File: config.mk
export PLATFORM = sky130hd
export DESIGN_NAME = bd_out_top
export DESIGN_NICKNAME = d
export VERILOG_FILES = /design/src/bd_out_pkg.sv /design/src/leaf_route_regs.sv /design/src/funnel_decoder.sv /design/src/word_fifo.sv /design/src/leaf_serializer.sv /design/src/bd_out_top.sv
export VERILOG_INCLUDE_DIRS = /design/src /design/src/src
export SDC_FILE = /design/constraint.sdc
export NUM_CORES = 1
export LEC_CHECK = 0
export BUFFER_PORTS_ARGS = -buffer_cell sky130_fd_sc_hd__buf_4
export CORE_MARGIN = 1.5
export CORE_UTILIZATION = 61
export DETAILED_ROUTE_END_ITERATION = 6
export PLACE_DENSITY = 0.8
export SYNTH_ARGS = -nofsm -noshare
export SYNTH_HDL_FRONTEND = slang
export SYNTH_SLANG_ARGS = --single-unit
File: constraint.sdc
create_clock -name clk -period 5 [get_ports clk]
set_input_delay 1 -clock clk [delete_from_list [all_inputs] [get_ports clk]]
set_output_delay 1 -clock clk [all_outputs]
set_load 0.02 [all_outputs]
File: src/bd_out_config.svh
`ifndef BD_OUT_CONFIG_SVH
`define BD_OUT_CONFIG_SVH

// raw word width as it leaves the chip funnel
`define BD_RAW_W 40
// widest decoded leaf payload (leaf 0)
`define BD_PAYLOAD_W 38

// host link beat fields
`define PC_DATA_W 24
`define PC_CODE_W 8

// entries per queue
`define FIFO_DEPTH 4

// 13 funnel leaves plus the invalid code
`define N_LEAF 14

// config register map
`define CFG_ADDR_W 2
`define CFG_ADDR_MASK 0
`define CFG_ADDR_DROPS 1

`endif

File: src/bd_out_pkg.sv
package bd_out_pkg;

  `include "bd_out_config.svh"

  // leaf numbering follows the funnel tree, invalid sits past the last leaf
  typedef enum logic [3:0] {
    LEAF_0, LEAF_1, LEAF_2, LEAF_3, LEAF_4, LEAF_5, LEAF_6,
    LEAF_7, LEAF_8, LEAF_9, LEAF_10, LEAF_11, LEAF_12, LEAF_INVALID
  } leaf_code_t;

  typedef struct packed {
    logic [`BD_RAW_W-1:0] word;
  } raw_bd_word_t;

  typedef struct packed {
    leaf_code_t                leaf_code;
    logic [`BD_PAYLOAD_W-1:0] payload;
  } decoded_bd_word_t;

  typedef struct packed {
    logic [`PC_CODE_W-1:0] code;
    logic [`PC_DATA_W-1:0] payload;
  } serialized_pc_word_t;

  // prefixes are right aligned, compared against the top bits of the raw word
  // the set is prefix free, 111111 is left unused and decodes as invalid
  localparam logic [7:0] leaf_prefix [0:`N_LEAF-1] = '{
    8'b00, 8'b1010, 8'b1011, 8'b1100, 8'b1101, 8'b11100, 8'b0110,
    8'b0111, 8'b11101, 8'b11110, 8'b111110, 8'b100, 8'b010, 8'b0
  };

  localparam int leaf_prefix_len [0:`N_LEAF-1] = '{
    2, 4, 4, 4, 4, 5, 4, 4, 5, 5, 6, 3, 3, 0
  };

  // payload bits after the prefix; invalid carries the low 38 raw bits
  localparam int leaf_width [0:`N_LEAF-1] = '{
    38, 24, 20, 19, 16, 11, 29, 29, 22, 24, 12, 28, 32, 38
  };

endpackage

File: src/leaf_route_regs.sv
`timescale 1ns/1ps
`include "bd_out_config.svh"

module leaf_route_regs (
  input  logic                   clk,
  input  logic                   reset,
  input  logic                   cfg_we,
  input  logic [`CFG_ADDR_W-1:0] cfg_addr,
  input  logic [15:0]            cfg_wdata,
  output logic [15:0]            cfg_rdata,
  output logic [`N_LEAF-1:0]     drop_mask,
  input  logic                   drop_pulse
);

  logic [15:0] drop_count;
  logic        count_clear;

  // any write to the counter address zeroes it, data ignored
  assign count_clear = cfg_we && (cfg_addr == `CFG_ADDR_W'(`CFG_ADDR_DROPS));

  always_ff @(posedge clk, posedge reset) begin
    if (reset) begin
      drop_mask <= '0;
    end else if (cfg_we && (cfg_addr == `CFG_ADDR_W'(`CFG_ADDR_MASK))) begin
      drop_mask <= cfg_wdata[`N_LEAF-1:0];
    end
  end

  // saturating, a clear wins over a drop in the same cycle
  always_ff @(posedge clk, posedge reset) begin
    if (reset) begin
      drop_count <= '0;
    end else if (count_clear) begin
      drop_count <= '0;
    end else if (drop_pulse && (drop_count != 16'hffff)) begin
      drop_count <= drop_count + 16'd1;
    end
  end

  // read mux, unmapped addresses read as zero
  always_comb begin
    cfg_rdata = '0;
    if (cfg_addr == `CFG_ADDR_W'(`CFG_ADDR_MASK))
      cfg_rdata = 16'(drop_mask);
    else if (cfg_addr == `CFG_ADDR_W'(`CFG_ADDR_DROPS))
      cfg_rdata = drop_count;
  end

  a_count_no_wrap: assert property (@(posedge clk) disable iff (reset)
    (drop_count == 16'hffff) && !count_clear |=> (drop_count == 16'hffff));

endmodule

File: src/funnel_decoder.sv
`timescale 1ns/1ps
`include "bd_out_config.svh"

module funnel_decoder import bd_out_pkg::*; (
  input  logic                 clk,
  input  logic                 reset,
  input  raw_bd_word_t         raw_in,
  input  logic                 raw_v,
  output logic                 raw_a,
  input  logic [`N_LEAF-1:0]   drop_mask,
  output logic                 drop_pulse,
  output decoded_bd_word_t     dec_out,
  output logic                 dec_v,
  input  logic                 dec_a
);

  localparam int RAW_W = `BD_RAW_W;

  leaf_code_t                dec_leaf;
  logic [RAW_W-1:0]          field;
  logic [`BD_PAYLOAD_W-1:0]  dec_payload;
  logic                      accept;
  logic                      dropped;

  // prefix match against the table, at most one leaf can hit
  always_comb begin
    dec_leaf = LEAF_INVALID;
    field = raw_in.word;
    for (int i = 0; i < `N_LEAF - 1; i++) begin
      if ((raw_in.word >> (RAW_W - leaf_prefix_len[i])) == RAW_W'(leaf_prefix[i])) begin
        dec_leaf = leaf_code_t'(i);
        // drop the tail below the field, then mask off the prefix above it
        field = (raw_in.word >> (RAW_W - leaf_prefix_len[i] - leaf_width[i]))
                & ((RAW_W'(1) << leaf_width[i]) - RAW_W'(1));
      end
    end
    // invalid keeps the raw low bits untouched
    dec_payload = field[`BD_PAYLOAD_W-1:0];
  end

  // output register free now or freed this cycle
  assign raw_a      = !dec_v || dec_a;
  assign accept     = raw_v && raw_a;
  assign dropped    = drop_mask[dec_leaf];
  assign drop_pulse = accept && dropped;

  always_ff @(posedge clk, posedge reset) begin
    if (reset) begin
      dec_v <= 1'b0;
    end else if (accept && !dropped) begin
      dec_v <= 1'b1;
    end else if (dec_a) begin
      dec_v <= 1'b0;
    end
  end

  always_ff @(posedge clk) begin
    if (accept && !dropped) begin
      dec_out.leaf_code <= dec_leaf;
      dec_out.payload   <= dec_payload;
    end
  end

  // word under back-pressure must not change before the sink takes it
  a_hold_until_ack: assert property (@(posedge clk) disable iff (reset)
    dec_v && !dec_a |=> dec_v && $stable(dec_out));

endmodule

File: src/word_fifo.sv
`timescale 1ns/1ps
`include "bd_out_config.svh"

module word_fifo #(
  parameter type item_t = logic
) (
  input  logic  clk,
  input  logic  reset,
  input  item_t in_data,
  input  logic  in_v,
  output logic  in_a,
  output item_t out_data,
  output logic  out_v,
  input  logic  out_a
);

  localparam int DEPTH = `FIFO_DEPTH;
  localparam int PTR_W = (DEPTH > 1) ? $clog2(DEPTH) : 1;
  localparam int CNT_W = $clog2(DEPTH + 1);

  item_t            mem [DEPTH];
  logic [PTR_W-1:0] wr_ptr;
  logic [PTR_W-1:0] rd_ptr;
  logic [CNT_W-1:0] count;
  logic             push;
  logic             pop;

  assign in_a  = (count != CNT_W'(DEPTH));
  assign out_v = (count != '0);
  // show-ahead, head entry always on the output
  assign out_data = mem[rd_ptr];

  assign push = in_v && in_a;
  assign pop  = out_v && out_a;

  always_ff @(posedge clk) begin
    if (push)
      mem[wr_ptr] <= in_data;
  end

  // pointers wrap explicitly so any depth works
  always_ff @(posedge clk, posedge reset) begin
    if (reset) begin
      wr_ptr <= '0;
      rd_ptr <= '0;
      count  <= '0;
    end else begin
      if (push)
        wr_ptr <= (wr_ptr == PTR_W'(DEPTH - 1)) ? '0 : wr_ptr + PTR_W'(1);
      if (pop)
        rd_ptr <= (rd_ptr == PTR_W'(DEPTH - 1)) ? '0 : rd_ptr + PTR_W'(1);
      if (push && !pop)
        count <= count + CNT_W'(1);
      else if (pop && !push)
        count <= count - CNT_W'(1);
    end
  end

  a_no_overflow: assert property (@(posedge clk) disable iff (reset)
    count <= CNT_W'(DEPTH));
  // an empty queue has its pointers together
  a_no_underflow: assert property (@(posedge clk) disable iff (reset)
    (count == '0) |-> (rd_ptr == wr_ptr));

endmodule

File: src/leaf_serializer.sv
`timescale 1ns/1ps
`include "bd_out_config.svh"

module leaf_serializer import bd_out_pkg::*; (
  input  logic                clk,
  input  logic                reset,
  input  decoded_bd_word_t    dec_in,
  input  logic                dec_v,
  output logic                dec_a,
  output serialized_pc_word_t ser_out,
  output logic                ser_v,
  input  logic                ser_a
);

  // low beat first, high beat only for leaves wider than one host payload
  typedef enum logic {
    SEND_LOW,
    SEND_HIGH
  } ser_state_t;

  ser_state_t state;
  logic       wide;
  logic       beat_done;

  // second beat derived from the width table
  assign wide      = (leaf_width[dec_in.leaf_code] > `PC_DATA_W);
  assign beat_done = dec_v && ser_a;

  // beat follows the queue head directly
  assign ser_v = dec_v;

  always_comb begin
    ser_out.code = `PC_CODE_W'(dec_in.leaf_code);
    if (state == SEND_LOW)
      ser_out.payload = dec_in.payload[`PC_DATA_W-1:0];
    else
      ser_out.payload = `PC_DATA_W'(dec_in.payload[`BD_PAYLOAD_W-1:`PC_DATA_W]);
  end

  // input word released only with its last beat
  assign dec_a = ser_a && ((state == SEND_HIGH) || !wide);

  always_ff @(posedge clk, posedge reset) begin
    if (reset) begin
      state <= SEND_LOW;
    end else if (beat_done) begin
      if ((state == SEND_LOW) && wide)
        state <= SEND_HIGH;
      else
        state <= SEND_LOW;
    end
  end

  // high beat only ever sent for a wide word still held at the input
  a_high_only_wide: assert property (@(posedge clk) disable iff (reset)
    (state == SEND_HIGH) |-> dec_v && wide);

endmodule

File: src/bd_out_top.sv
`timescale 1ns/1ps
`include "bd_out_config.svh"

module bd_out_top import bd_out_pkg::*; (
  input  logic                   clk,
  input  logic                   reset,
  input  raw_bd_word_t           raw_in,
  input  logic                   raw_v,
  output logic                   raw_a,
  output serialized_pc_word_t    pc_out,
  output logic                   pc_v,
  input  logic                   pc_a,
  input  logic                   cfg_we,
  input  logic [`CFG_ADDR_W-1:0] cfg_addr,
  input  logic [15:0]            cfg_wdata,
  output logic [15:0]            cfg_rdata
);

  logic [`N_LEAF-1:0]  drop_mask;
  logic                drop_pulse;
  // decoder to first queue
  decoded_bd_word_t    dec_word;
  logic                dec_v;
  logic                dec_a;
  // first queue to serializer
  decoded_bd_word_t    ser_in;
  logic                ser_in_v;
  logic                ser_in_a;
  // serializer to host queue
  serialized_pc_word_t beat;
  logic                beat_v;
  logic                beat_a;

  leaf_route_regs i_regs (.clk, .reset, .cfg_we, .cfg_addr, .cfg_wdata, .cfg_rdata,
                          .drop_mask, .drop_pulse);

  funnel_decoder i_dec (.clk, .reset, .raw_in, .raw_v, .raw_a, .drop_mask, .drop_pulse,
                        .dec_out(dec_word), .dec_v, .dec_a);

  word_fifo #(.item_t(decoded_bd_word_t)) i_dec_q (
    .clk, .reset, .in_data(dec_word), .in_v(dec_v), .in_a(dec_a),
    .out_data(ser_in), .out_v(ser_in_v), .out_a(ser_in_a));

  leaf_serializer i_ser (.clk, .reset, .dec_in(ser_in), .dec_v(ser_in_v), .dec_a(ser_in_a),
                         .ser_out(beat), .ser_v(beat_v), .ser_a(beat_a));

  word_fifo #(.item_t(serialized_pc_word_t)) i_pc_q (
    .clk, .reset, .in_data(beat), .in_v(beat_v), .in_a(beat_a),
    .out_data(pc_out), .out_v(pc_v), .out_a(pc_a));

endmodule

======== Yosys cells after proc, flatten, opt, wreduce, memory -nomap -nowiden ========
Memory sizes are Yosys's and may differ from the RTL's.
Cells that the tools add are included.
storage, ports and cells
  memory bits (writable) .................. 280
  logic and storage cells ................. 133
  register bits after elaboration ......... 88
  memory bits (read-only) ................. 512
  memories ................................ 3
memory list
  memory            depth  width  read ports  clocked after memory_dff  wr ports  line                   text
  (name not given)  16     32     1           0                         0         leaf_serializer.sv:26  assign wide = (leaf_width[dec_in.leaf_code] > `PC_DATA_W);
  i_dec_q.mem       4      42     1           0                         1         word_fifo.sv:21        item_t mem [DEPTH];
  i_pc_q.mem        4      28     1           0                         1         word_fifo.sv:21
cells by class
  mux-type cells .......................... 49
  $add $sub $neg .......................... 9
  equal/unequal tests ..................... 20
  order comparisons ....................... 3
  reductions and logical operators ........ 34
  bitwise operators ....................... 2
operator list
  kind                                                 count
  2-to-1 mux 32 bit                                    14
  2-to-1 mux 16 bit                                    4
  2-to-1 mux 4 bit                                     13
  logical NOT 40 bit                                   1
  > comparator 32 x 6 -> 1 bit, second input constant  1
  2-to-1 mux 24 bit                                    1
  adder 16 x 1 -> 16 bit, second input constant        1
  == test 4 bit, second input constant                 4
  logical AND 1 bit                                    16
  inequality test 16 bit, second input constant        1
  == test 5 bit, second input constant                 3
  2-to-1 mux 3 bit                                     4
  OR reduction 12 bit                                  1
  adder 2 x 1 -> 2 bit, second input constant          4
  == test 2 bit, second input constant                 4
  == test 4 x 3 -> 1 bit, second input constant        2
  2-to-1 mux 1 bit                                     8
  2-to-1 mux 2 bit                                     4
  nonzero test 2 bit                                   4
  logical NOT 1 bit                                    7
  adder 3 x 1 -> 3 bit, second input constant          2
  == test 6 bit, second input constant                 1
  inequality test 3 bit, second input constant         2
  nonzero test 3 bit                                   2
  11 further kinds                                     13

======== Depth between registers and ports, before layout ========
  depth in word-level cells ............... 20
  gate-level depth with buffers ........... 15

======== By module ========
From an unflattened synthesis, not the netlist that was laid out.
unflattened totals
  cells, all modules ...................... 1,237
  area total of the unflattened synthesis .. 18,318.8 um2
by module, submodules not included
  module                seq. area each (um2)  area each (um2)  cells an instance  instances
  word_fifo at i_dec_q  5,220.0               6,562.5          258                1
  word_fifo at i_pc_q   4,018.9               5,109.9          206                1
  funnel_decoder        1,286.2               4,434.3          553                1
  leaf_route_regs       750.7                 1,692.9          158                1
  leaf_serializer       25.0                  519.2            62                 1

======== Least setup slack after synthesis ========
OpenSTA, ideal clock, no wires.
  path kind ............................... input -> register
  start ................................... input raw_in[36] (netlist name)
  end ..................................... register i_dec.dec_out[0] (netlist name) (enable)
  data arrival time ....................... 4.228 ns
  setup slack ............................. 0.331 ns
  stages on the path ...................... 9
  library setup time ...................... 0.442 ns
  cells stage by stage .................... buf_4 > o21ai_0 > mux2i_1 > a21oi_1 > inv_1 > a2111oi_0 > o32a_1 > nor2_1 > nor2_1
between the ends
  longest elaborated chain between the ends .. 17
  elaborated cells between the ends (all ways) .. 26
  those cells by class .................... 10 x eq/ne; 14 x mux; 2 x reduce/logical
RTL lines
  element                                   line                  text
  start, declared                           bd_out_top.sv:7       input raw_bd_word_t raw_in,
  == test 4 bit                             funnel_decoder.sv:30  if ((raw_in.word >> (RAW_W - leaf_prefix_len[i])) == RAW_W'(leaf_prefix[i])) begin
  2-to-1 mux 4 bit (9 in series)            funnel_decoder.sv:30
  2-to-1 mux 4 bit * (3 in series)          funnel_decoder.sv:30
  named net i_dec.dec_leaf[3]               funnel_decoder.sv:19  leaf_code_t dec_leaf;
  binary-select mux 1 bit (select 4 bit) *  funnel_decoder.sv:44  assign dropped = drop_mask[dec_leaf];
  2-to-1 mux 1 bit (not written as such) *  funnel_decoder.sv:44
  logical NOT 1 bit *                       funnel_decoder.sv:58  if (accept && !dropped) begin
  logical AND 1 bit *                       funnel_decoder.sv:58
  end, declared                             funnel_decoder.sv:12  output decoded_bd_word_t dec_out,
Mark *: on every way through the listed nets, which the timed path passes. The rest lies on a longest branch. The select of a mux whose other input is x is not followed.
A chain may end at the register's enable or synchronous reset.

==> flow_summary.html <==
<table>
<tr><th>Metric</th><th>Value</th></tr>
<tr><th colspan="2">Outcome</th></tr>
<tr><td>Result of the run</td><td>finished clean</td></tr>
<tr><th colspan="2">Min path</th></tr>
<tr><td>Path type of the worst min-delay path</td><td>register to register</td></tr>
<tr><th colspan="2">CTS</th></tr>
<tr><td>Number of instances resized during post-cts repair</td><td>0</td></tr>
<tr><td>Clock buffers created by TritonCTS</td><td>36</td></tr>
<tr><td>Cell at the root of the clock tree</td><td>clkbuf_16</td></tr>
<tr><td>TritonCTS clock tree</td><td>built</td></tr>
<tr><td>Sink count of the clock tree</td><td>368</td></tr>
<tr><td>Post-CTS Setup Repair Bufs</td><td>0</td></tr>
<tr><td>Clk slew on worst S/H paths</td><td>60 ps</td></tr>
<tr><td>Clock buffer depth</td><td>3</td></tr>
<tr><td>Hold buffer count at cts</td><td>0</td></tr>
<tr><td>H-tree lvl count</td><td>2</td></tr>
<tr><td>Clock insertion delay at the later pin of the skew report</td><td>520 ps</td></tr>
<tr><th colspan="2">STA</th></tr>
<tr><td>Clock period minus final worst setup slack</td><td>4173 ps</td></tr>
<tr><td>Final Hold Viols</td><td>0</td></tr>
<tr><td>Final critical-path share of the clock period</td><td>83.46%</td></tr>
<tr><td>Max Clock Skew</td><td>21.55 ps</td></tr>
<tr><td>Measured slew at the worst slew-check pin</td><td>1152 ps</td></tr>
<tr><td>Crit path setup slack, layout</td><td>827.1 ps</td></tr>
<tr><td>Unrepaired setup endpoints after global routing</td><td>no</td></tr>
<tr><td>Setup total negative slack</td><td>0 ps</td></tr>
<tr><td>Final slew viol count</td><td>0</td></tr>
<tr><td>Final number of setup-violating endpoints</td><td>0</td></tr>
<tr><td>Fmax achieved</td><td>239.6 MHz</td></tr>
<tr><td>Relative slew slack</td><td>23.17%</td></tr>
<tr><th colspan="2">GRT</th></tr>
<tr><td>Met2 Resource Use GR</td><td>41.63%</td></tr>
<tr><td>Total congestion overflow</td><td>0</td></tr>
<tr><td>Met1 demand-to-capacity share in global routing</td><td>35.87%</td></tr>
<tr><td>First-pass GRT wire length</td><td>57.01 mm</td></tr>
<tr><td>GR Util met3</td><td>4.210%</td></tr>
<tr><td>Number of global-route vias before repair</td><td>10272</td></tr>
<tr><td>Most utilized layer in the global route result</td><td>met2</td></tr>
<tr><td>Initial antenna violation count</td><td>0</td></tr>
<tr><td>Global routing usage summed across all routing layers</td><td>25.68%</td></tr>
<tr><td>Largest net degree at the start of global routing</td><td>47</td></tr>
<tr><th colspan="2">Yosys</th></tr>
<tr><td>Proportion of netlist area held by the largest area contributor</td><td>56.32%</td></tr>
<tr><td>Post-Syn Area</td><td>17170 sq um</td></tr>
<tr><td>Number of warnings reported in the yosys synthesis log</td><td>0</td></tr>
<tr><td>Leading area contributor after synthesis</td><td>edfxtp_1</td></tr>
<tr><td>Number of distinct standard cells referenced by the synthesized netlist</td><td>78</td></tr>
<tr><td>Sequential area share after synthesis</td><td>63.03%</td></tr>
<tr><td>Number of synthesized flops with an enable pin</td><td>322</td></tr>
<tr><td>Average size of a mapped cell</td><td>14.33 sq um</td></tr>
<tr><td>Top area cells in the synthesized netlist</td><td>edfxtp_1 (56%), mux4_2 (9.2%), dfrtp_1 (6.7%)</td></tr>
<tr><td>Synthesis-stage register bit count</td><td>368</td></tr>
<tr><td>Dominant synthesized flop cell</td><td>edfxtp_1</td></tr>
<tr><td>Post-synth ARST share</td><td>12.50%</td></tr>
<tr><td>Post-synthesis cell count</td><td>1198</td></tr>
<tr><th colspan="2">Placed design</th></tr>
<tr><td>GPL Wtd Cong</td><td>0.9331</td></tr>
<tr><td>Setup WS pre-CTS</td><td>976.0 ps</td></tr>
<tr><td>Count of input and output buffers</td><td>106</td></tr>
<tr><td>Half-perimeter wire length of the detailed placement result</td><td>22.74 mm</td></tr>
<tr><th colspan="2">Finish</th></tr>
<tr><td>Total number of nets in the final design</td><td>1352</td></tr>
<tr><td>Synthesis-to-layout area growth</td><td>12.37%</td></tr>
<tr><td>Filler Cells Inserted</td><td>1823</td></tr>
<tr><td>Fraction of layout instances using a drive strength above 1</td><td>23.86%</td></tr>
<tr><td>Number of diodes</td><td>0</td></tr>
<tr><td>Sequential cell area</td><td>10820 sq um</td></tr>
<tr><td>Area of combinational cells with multiple inputs</td><td>5879 sq um</td></tr>
<tr><th colspan="2">Power</th></tr>
<tr><td>Switching share of total power</td><td>30.80%</td></tr>
<tr><td>Cell-internal power</td><td>0.007538 W</td></tr>
<tr><td>Power, Total</td><td>0.01089 W</td></tr>
<tr><td>Combinational share of power</td><td>31.0%</td></tr>
<tr><td>Switching power summed over all nets</td><td>0.003356 W</td></tr>
<tr><td>Worst VDD drop</td><td>0.0002563 V</td></tr>
<tr><td>Power per unit of standard cell area</td><td>564.7 nW/um^2</td></tr>
<tr><td>Share of power burned in the clock network</td><td>23.2%</td></tr>
<tr><td>Part of the total power dissipated in sequential elements</td><td>45.9%</td></tr>
<tr><td>Leakage power figure</td><td>6.861 nW</td></tr>
<tr><th colspan="2">Route</th></tr>
<tr><td>Post-Route WL</td><td>36.63 mm</td></tr>
<tr><td>Total number of vias</td><td>10610</td></tr>
<tr><td>Post-DR wirelength/cell</td><td>21.89 um</td></tr>
<tr><td>DRC</td><td>0</td></tr>
<tr><td>DRC violation total after the first TritonRoute iteration</td><td>1156</td></tr>
<tr><td>Antenna Violating Nets Remaining</td><td>0</td></tr>
<tr><td>Drt pass-1 iters</td><td>7</td></tr>
<tr><td>Detailed-route vias per instance</td><td>6.342</td></tr>
<tr><th colspan="2">Critical path</th></tr>
<tr><td>Req. time, crit path</td><td>5440 ps</td></tr>
<tr><td>Setup crit end kind</td><td>register</td></tr>
<tr><td>CP arrival</td><td>4610 ps</td></tr>
<tr><td>Crit path max fanout</td><td>21</td></tr>
<tr><td>Type of the worst setup path</td><td>register to register</td></tr>
<tr><td>Startpoint kind of the worst setup timing path</td><td>register</td></tr>
<tr><th colspan="2">Floorplanning</th></tr>
<tr><td>Y dimension of the die</td><td>170.8 um</td></tr>
<tr><td>I/O pin count</td><td>113</td></tr>
<tr><td>Effective utilization at floorplan</td><td>61.97%</td></tr>
<tr><td>Die footprint</td><td>29160 sq um</td></tr>
<tr><td>Placeable core region</td><td>27710 sq um</td></tr>
<tr><td>Std cell rows</td><td>61</td></tr>
<tr><td>Die extent in x</td><td>170.8 um</td></tr>
<tr><th colspan="2">Flow run</th></tr>
<tr><td>Max-Cap Viols</td><td>0</td></tr>
</table>
## per-layer routing
layer | routed length (um) | vias to the layer above
met4 | 842 | 0
met1 | 15250 | 5212
met2 | 17900 | 506
met5 | 0 | -
met3 | 2639 | 72
li1 | - | 4820
## power groups by stage
| stage | logic (W) | registers, W | clock network (W) |
|---|---|---|---|
| after floorplan | 0.00248 | 0.00482 | 0 |
| after global placement | 0.00328 | 0.00497 | 0 |
| after detailed placement | 0.00338 | 0.00506 | 0 |
| after CTS | 0.00342 | 0.00502 | 0.00256 |
| after global routing | 0.00366 | 0.00509 | 0.00268 |
| final | 0.00337 | 0.00500 | 0.00252 |
## layout make-up
class | count | share of cell area (%)
timing repair buffer | 127 | 4.942
clock inverter | 17 | 0.7718
clock buffer | 47 | 4.884
multi-input combinational | 717 | 30.48
sequential | 368 | 56.10
inverter | 19 | 0.3697
tap | 378 | 2.452
## cells by family (layout without fill, tap and decap cells)
logic type / Yosys count / after routing / share of synthesized area [%]
other: 1 / 4 / 0.02184
XOR/XNOR: 8 / 8 / 0.4081
buffers and inverters: 116 / 210 / 2.988
flip-flops: 368 / 368 / 63.03
adder cells (fa/ha/maj): 21 / 21 / 1.603
multiplexers: 137 / 137 / 13.34
AO/OA/AOI/OAI: 248 / 248 / 10.13
AND/OR/NAND/NOR: 299 / 299 / 8.476
## flip-flops by register name, indices dropped and copies added, names as in the netlist
signal             count
i_dec.dec_out         42
i_dec.dec_v            1
i_dec_q.count          3
i_dec_q.mem          168
i_dec_q.rd_ptr         2
i_dec_q.wr_ptr         2
i_pc_q.count           3
i_pc_q.mem           112
i_pc_q.rd_ptr          2
i_pc_q.wr_ptr          2
i_regs.drop_count     16
i_regs.drop_mask      14
i_ser.state            1
## worst max-delay path, cell delays in order, from the launching register on
cell     delay [ps]
dfrtp_2         790
mux4_2          700
inv_1           170
ha_1            250
nor2b_1         130
nor3_1          190
nor3_1          100
o31a_1          320
o21ai_1         320
ha_1            250
inv_1            70
fa_1            380
xor2_1          170
nor2_1          110
xor2_1          140
## stage by stage
step,utilization (%),cells,hold WS (ps),area (sq um)
after floorplan,-,1201,455.2,17180
after global placement,65.69,1609,472.9,18200
after detailed placement,65.69,1609,480.8,18200
after CTS,69.63,1673,496.0,19290
after global routing,69.63,1673,510.4,19290
final,69.63,1673,495.2,19290
## cell usage in the layout (no fill, tap or decap), types with 5 or more instances in the layout
cell type,n
nand3b_1,6
ha_1,18
nand2b_1,12
mux2_2,35
nand4_1,7
a31oi_1,12
o22ai_1,9
edfxtp_1,322
and3_1,7
and2_1,19
nor2b_1,14
buf_4,127
nand2_1,71
a222oi_1,5
a211oi_1,13
mux4_2,70
nand3_1,13
dfrtp_1,44
nor3_1,10
clkinv_1,7
o211ai_1,23
a22oi_1,20
a31o_1,5
nor2_1,107
nor4_1,6
a221o_1,10
a221oi_1,10
o21ai_0,41
a21oi_1,46
clkbuf_1,11
o2111ai_1,5
inv_1,16
mux2i_1,32
clkbuf_16,36
o221ai_1,6
## worst paths after layout
check	cells past startpoint	slack, ps	end	start
max	14	830	i_dec_q.count[2]	i_dec_q.rd_ptr[0]
min	1	500	i_pc_q.count[2]	i_pc_q.count[2]
max reg2reg	14	830	i_dec_q.count[2]	i_dec_q.rd_ptr[0]
min reg2reg	1	500	i_pc_q.count[2]	i_pc_q.count[2]
max in group asynchronous	2	3600	i_dec_q.rd_ptr[0]	reset
min in group asynchronous	2	730	i_regs.drop_count[15]	reset
## synthesized netlist by cell type, drive strengths merged (5+ instances only)
| master | instances |
|---|---|
| a31oi | 12 |
| mux2 | 35 |
| o2111ai | 5 |
| a222oi | 5 |
| edfxtp | 322 |
| mux2i | 32 |
| dfrtp | 46 |
| nor3 | 11 |
| a221oi | 11 |
| nand2 | 73 |
| nand4 | 8 |
| o22ai | 9 |
| inv | 19 |
| nor4 | 7 |
| a31o | 9 |
| nor2 | 110 |
| nand2b | 12 |
| ha | 18 |
| mux4 | 70 |
| and3 | 7 |
| o211ai | 23 |
| a22oi | 20 |
| buf | 34 |
| nor2b | 14 |
| a21oi | 47 |
| o21ai | 43 |
| a221o | 10 |
| clkbuf | 63 |
| nand3b | 6 |
| o221ai | 6 |
| a211oi | 13 |
| and2 | 24 |
| nand3 | 13 |
No activity file was read; power rests on OpenSTA's default activity.
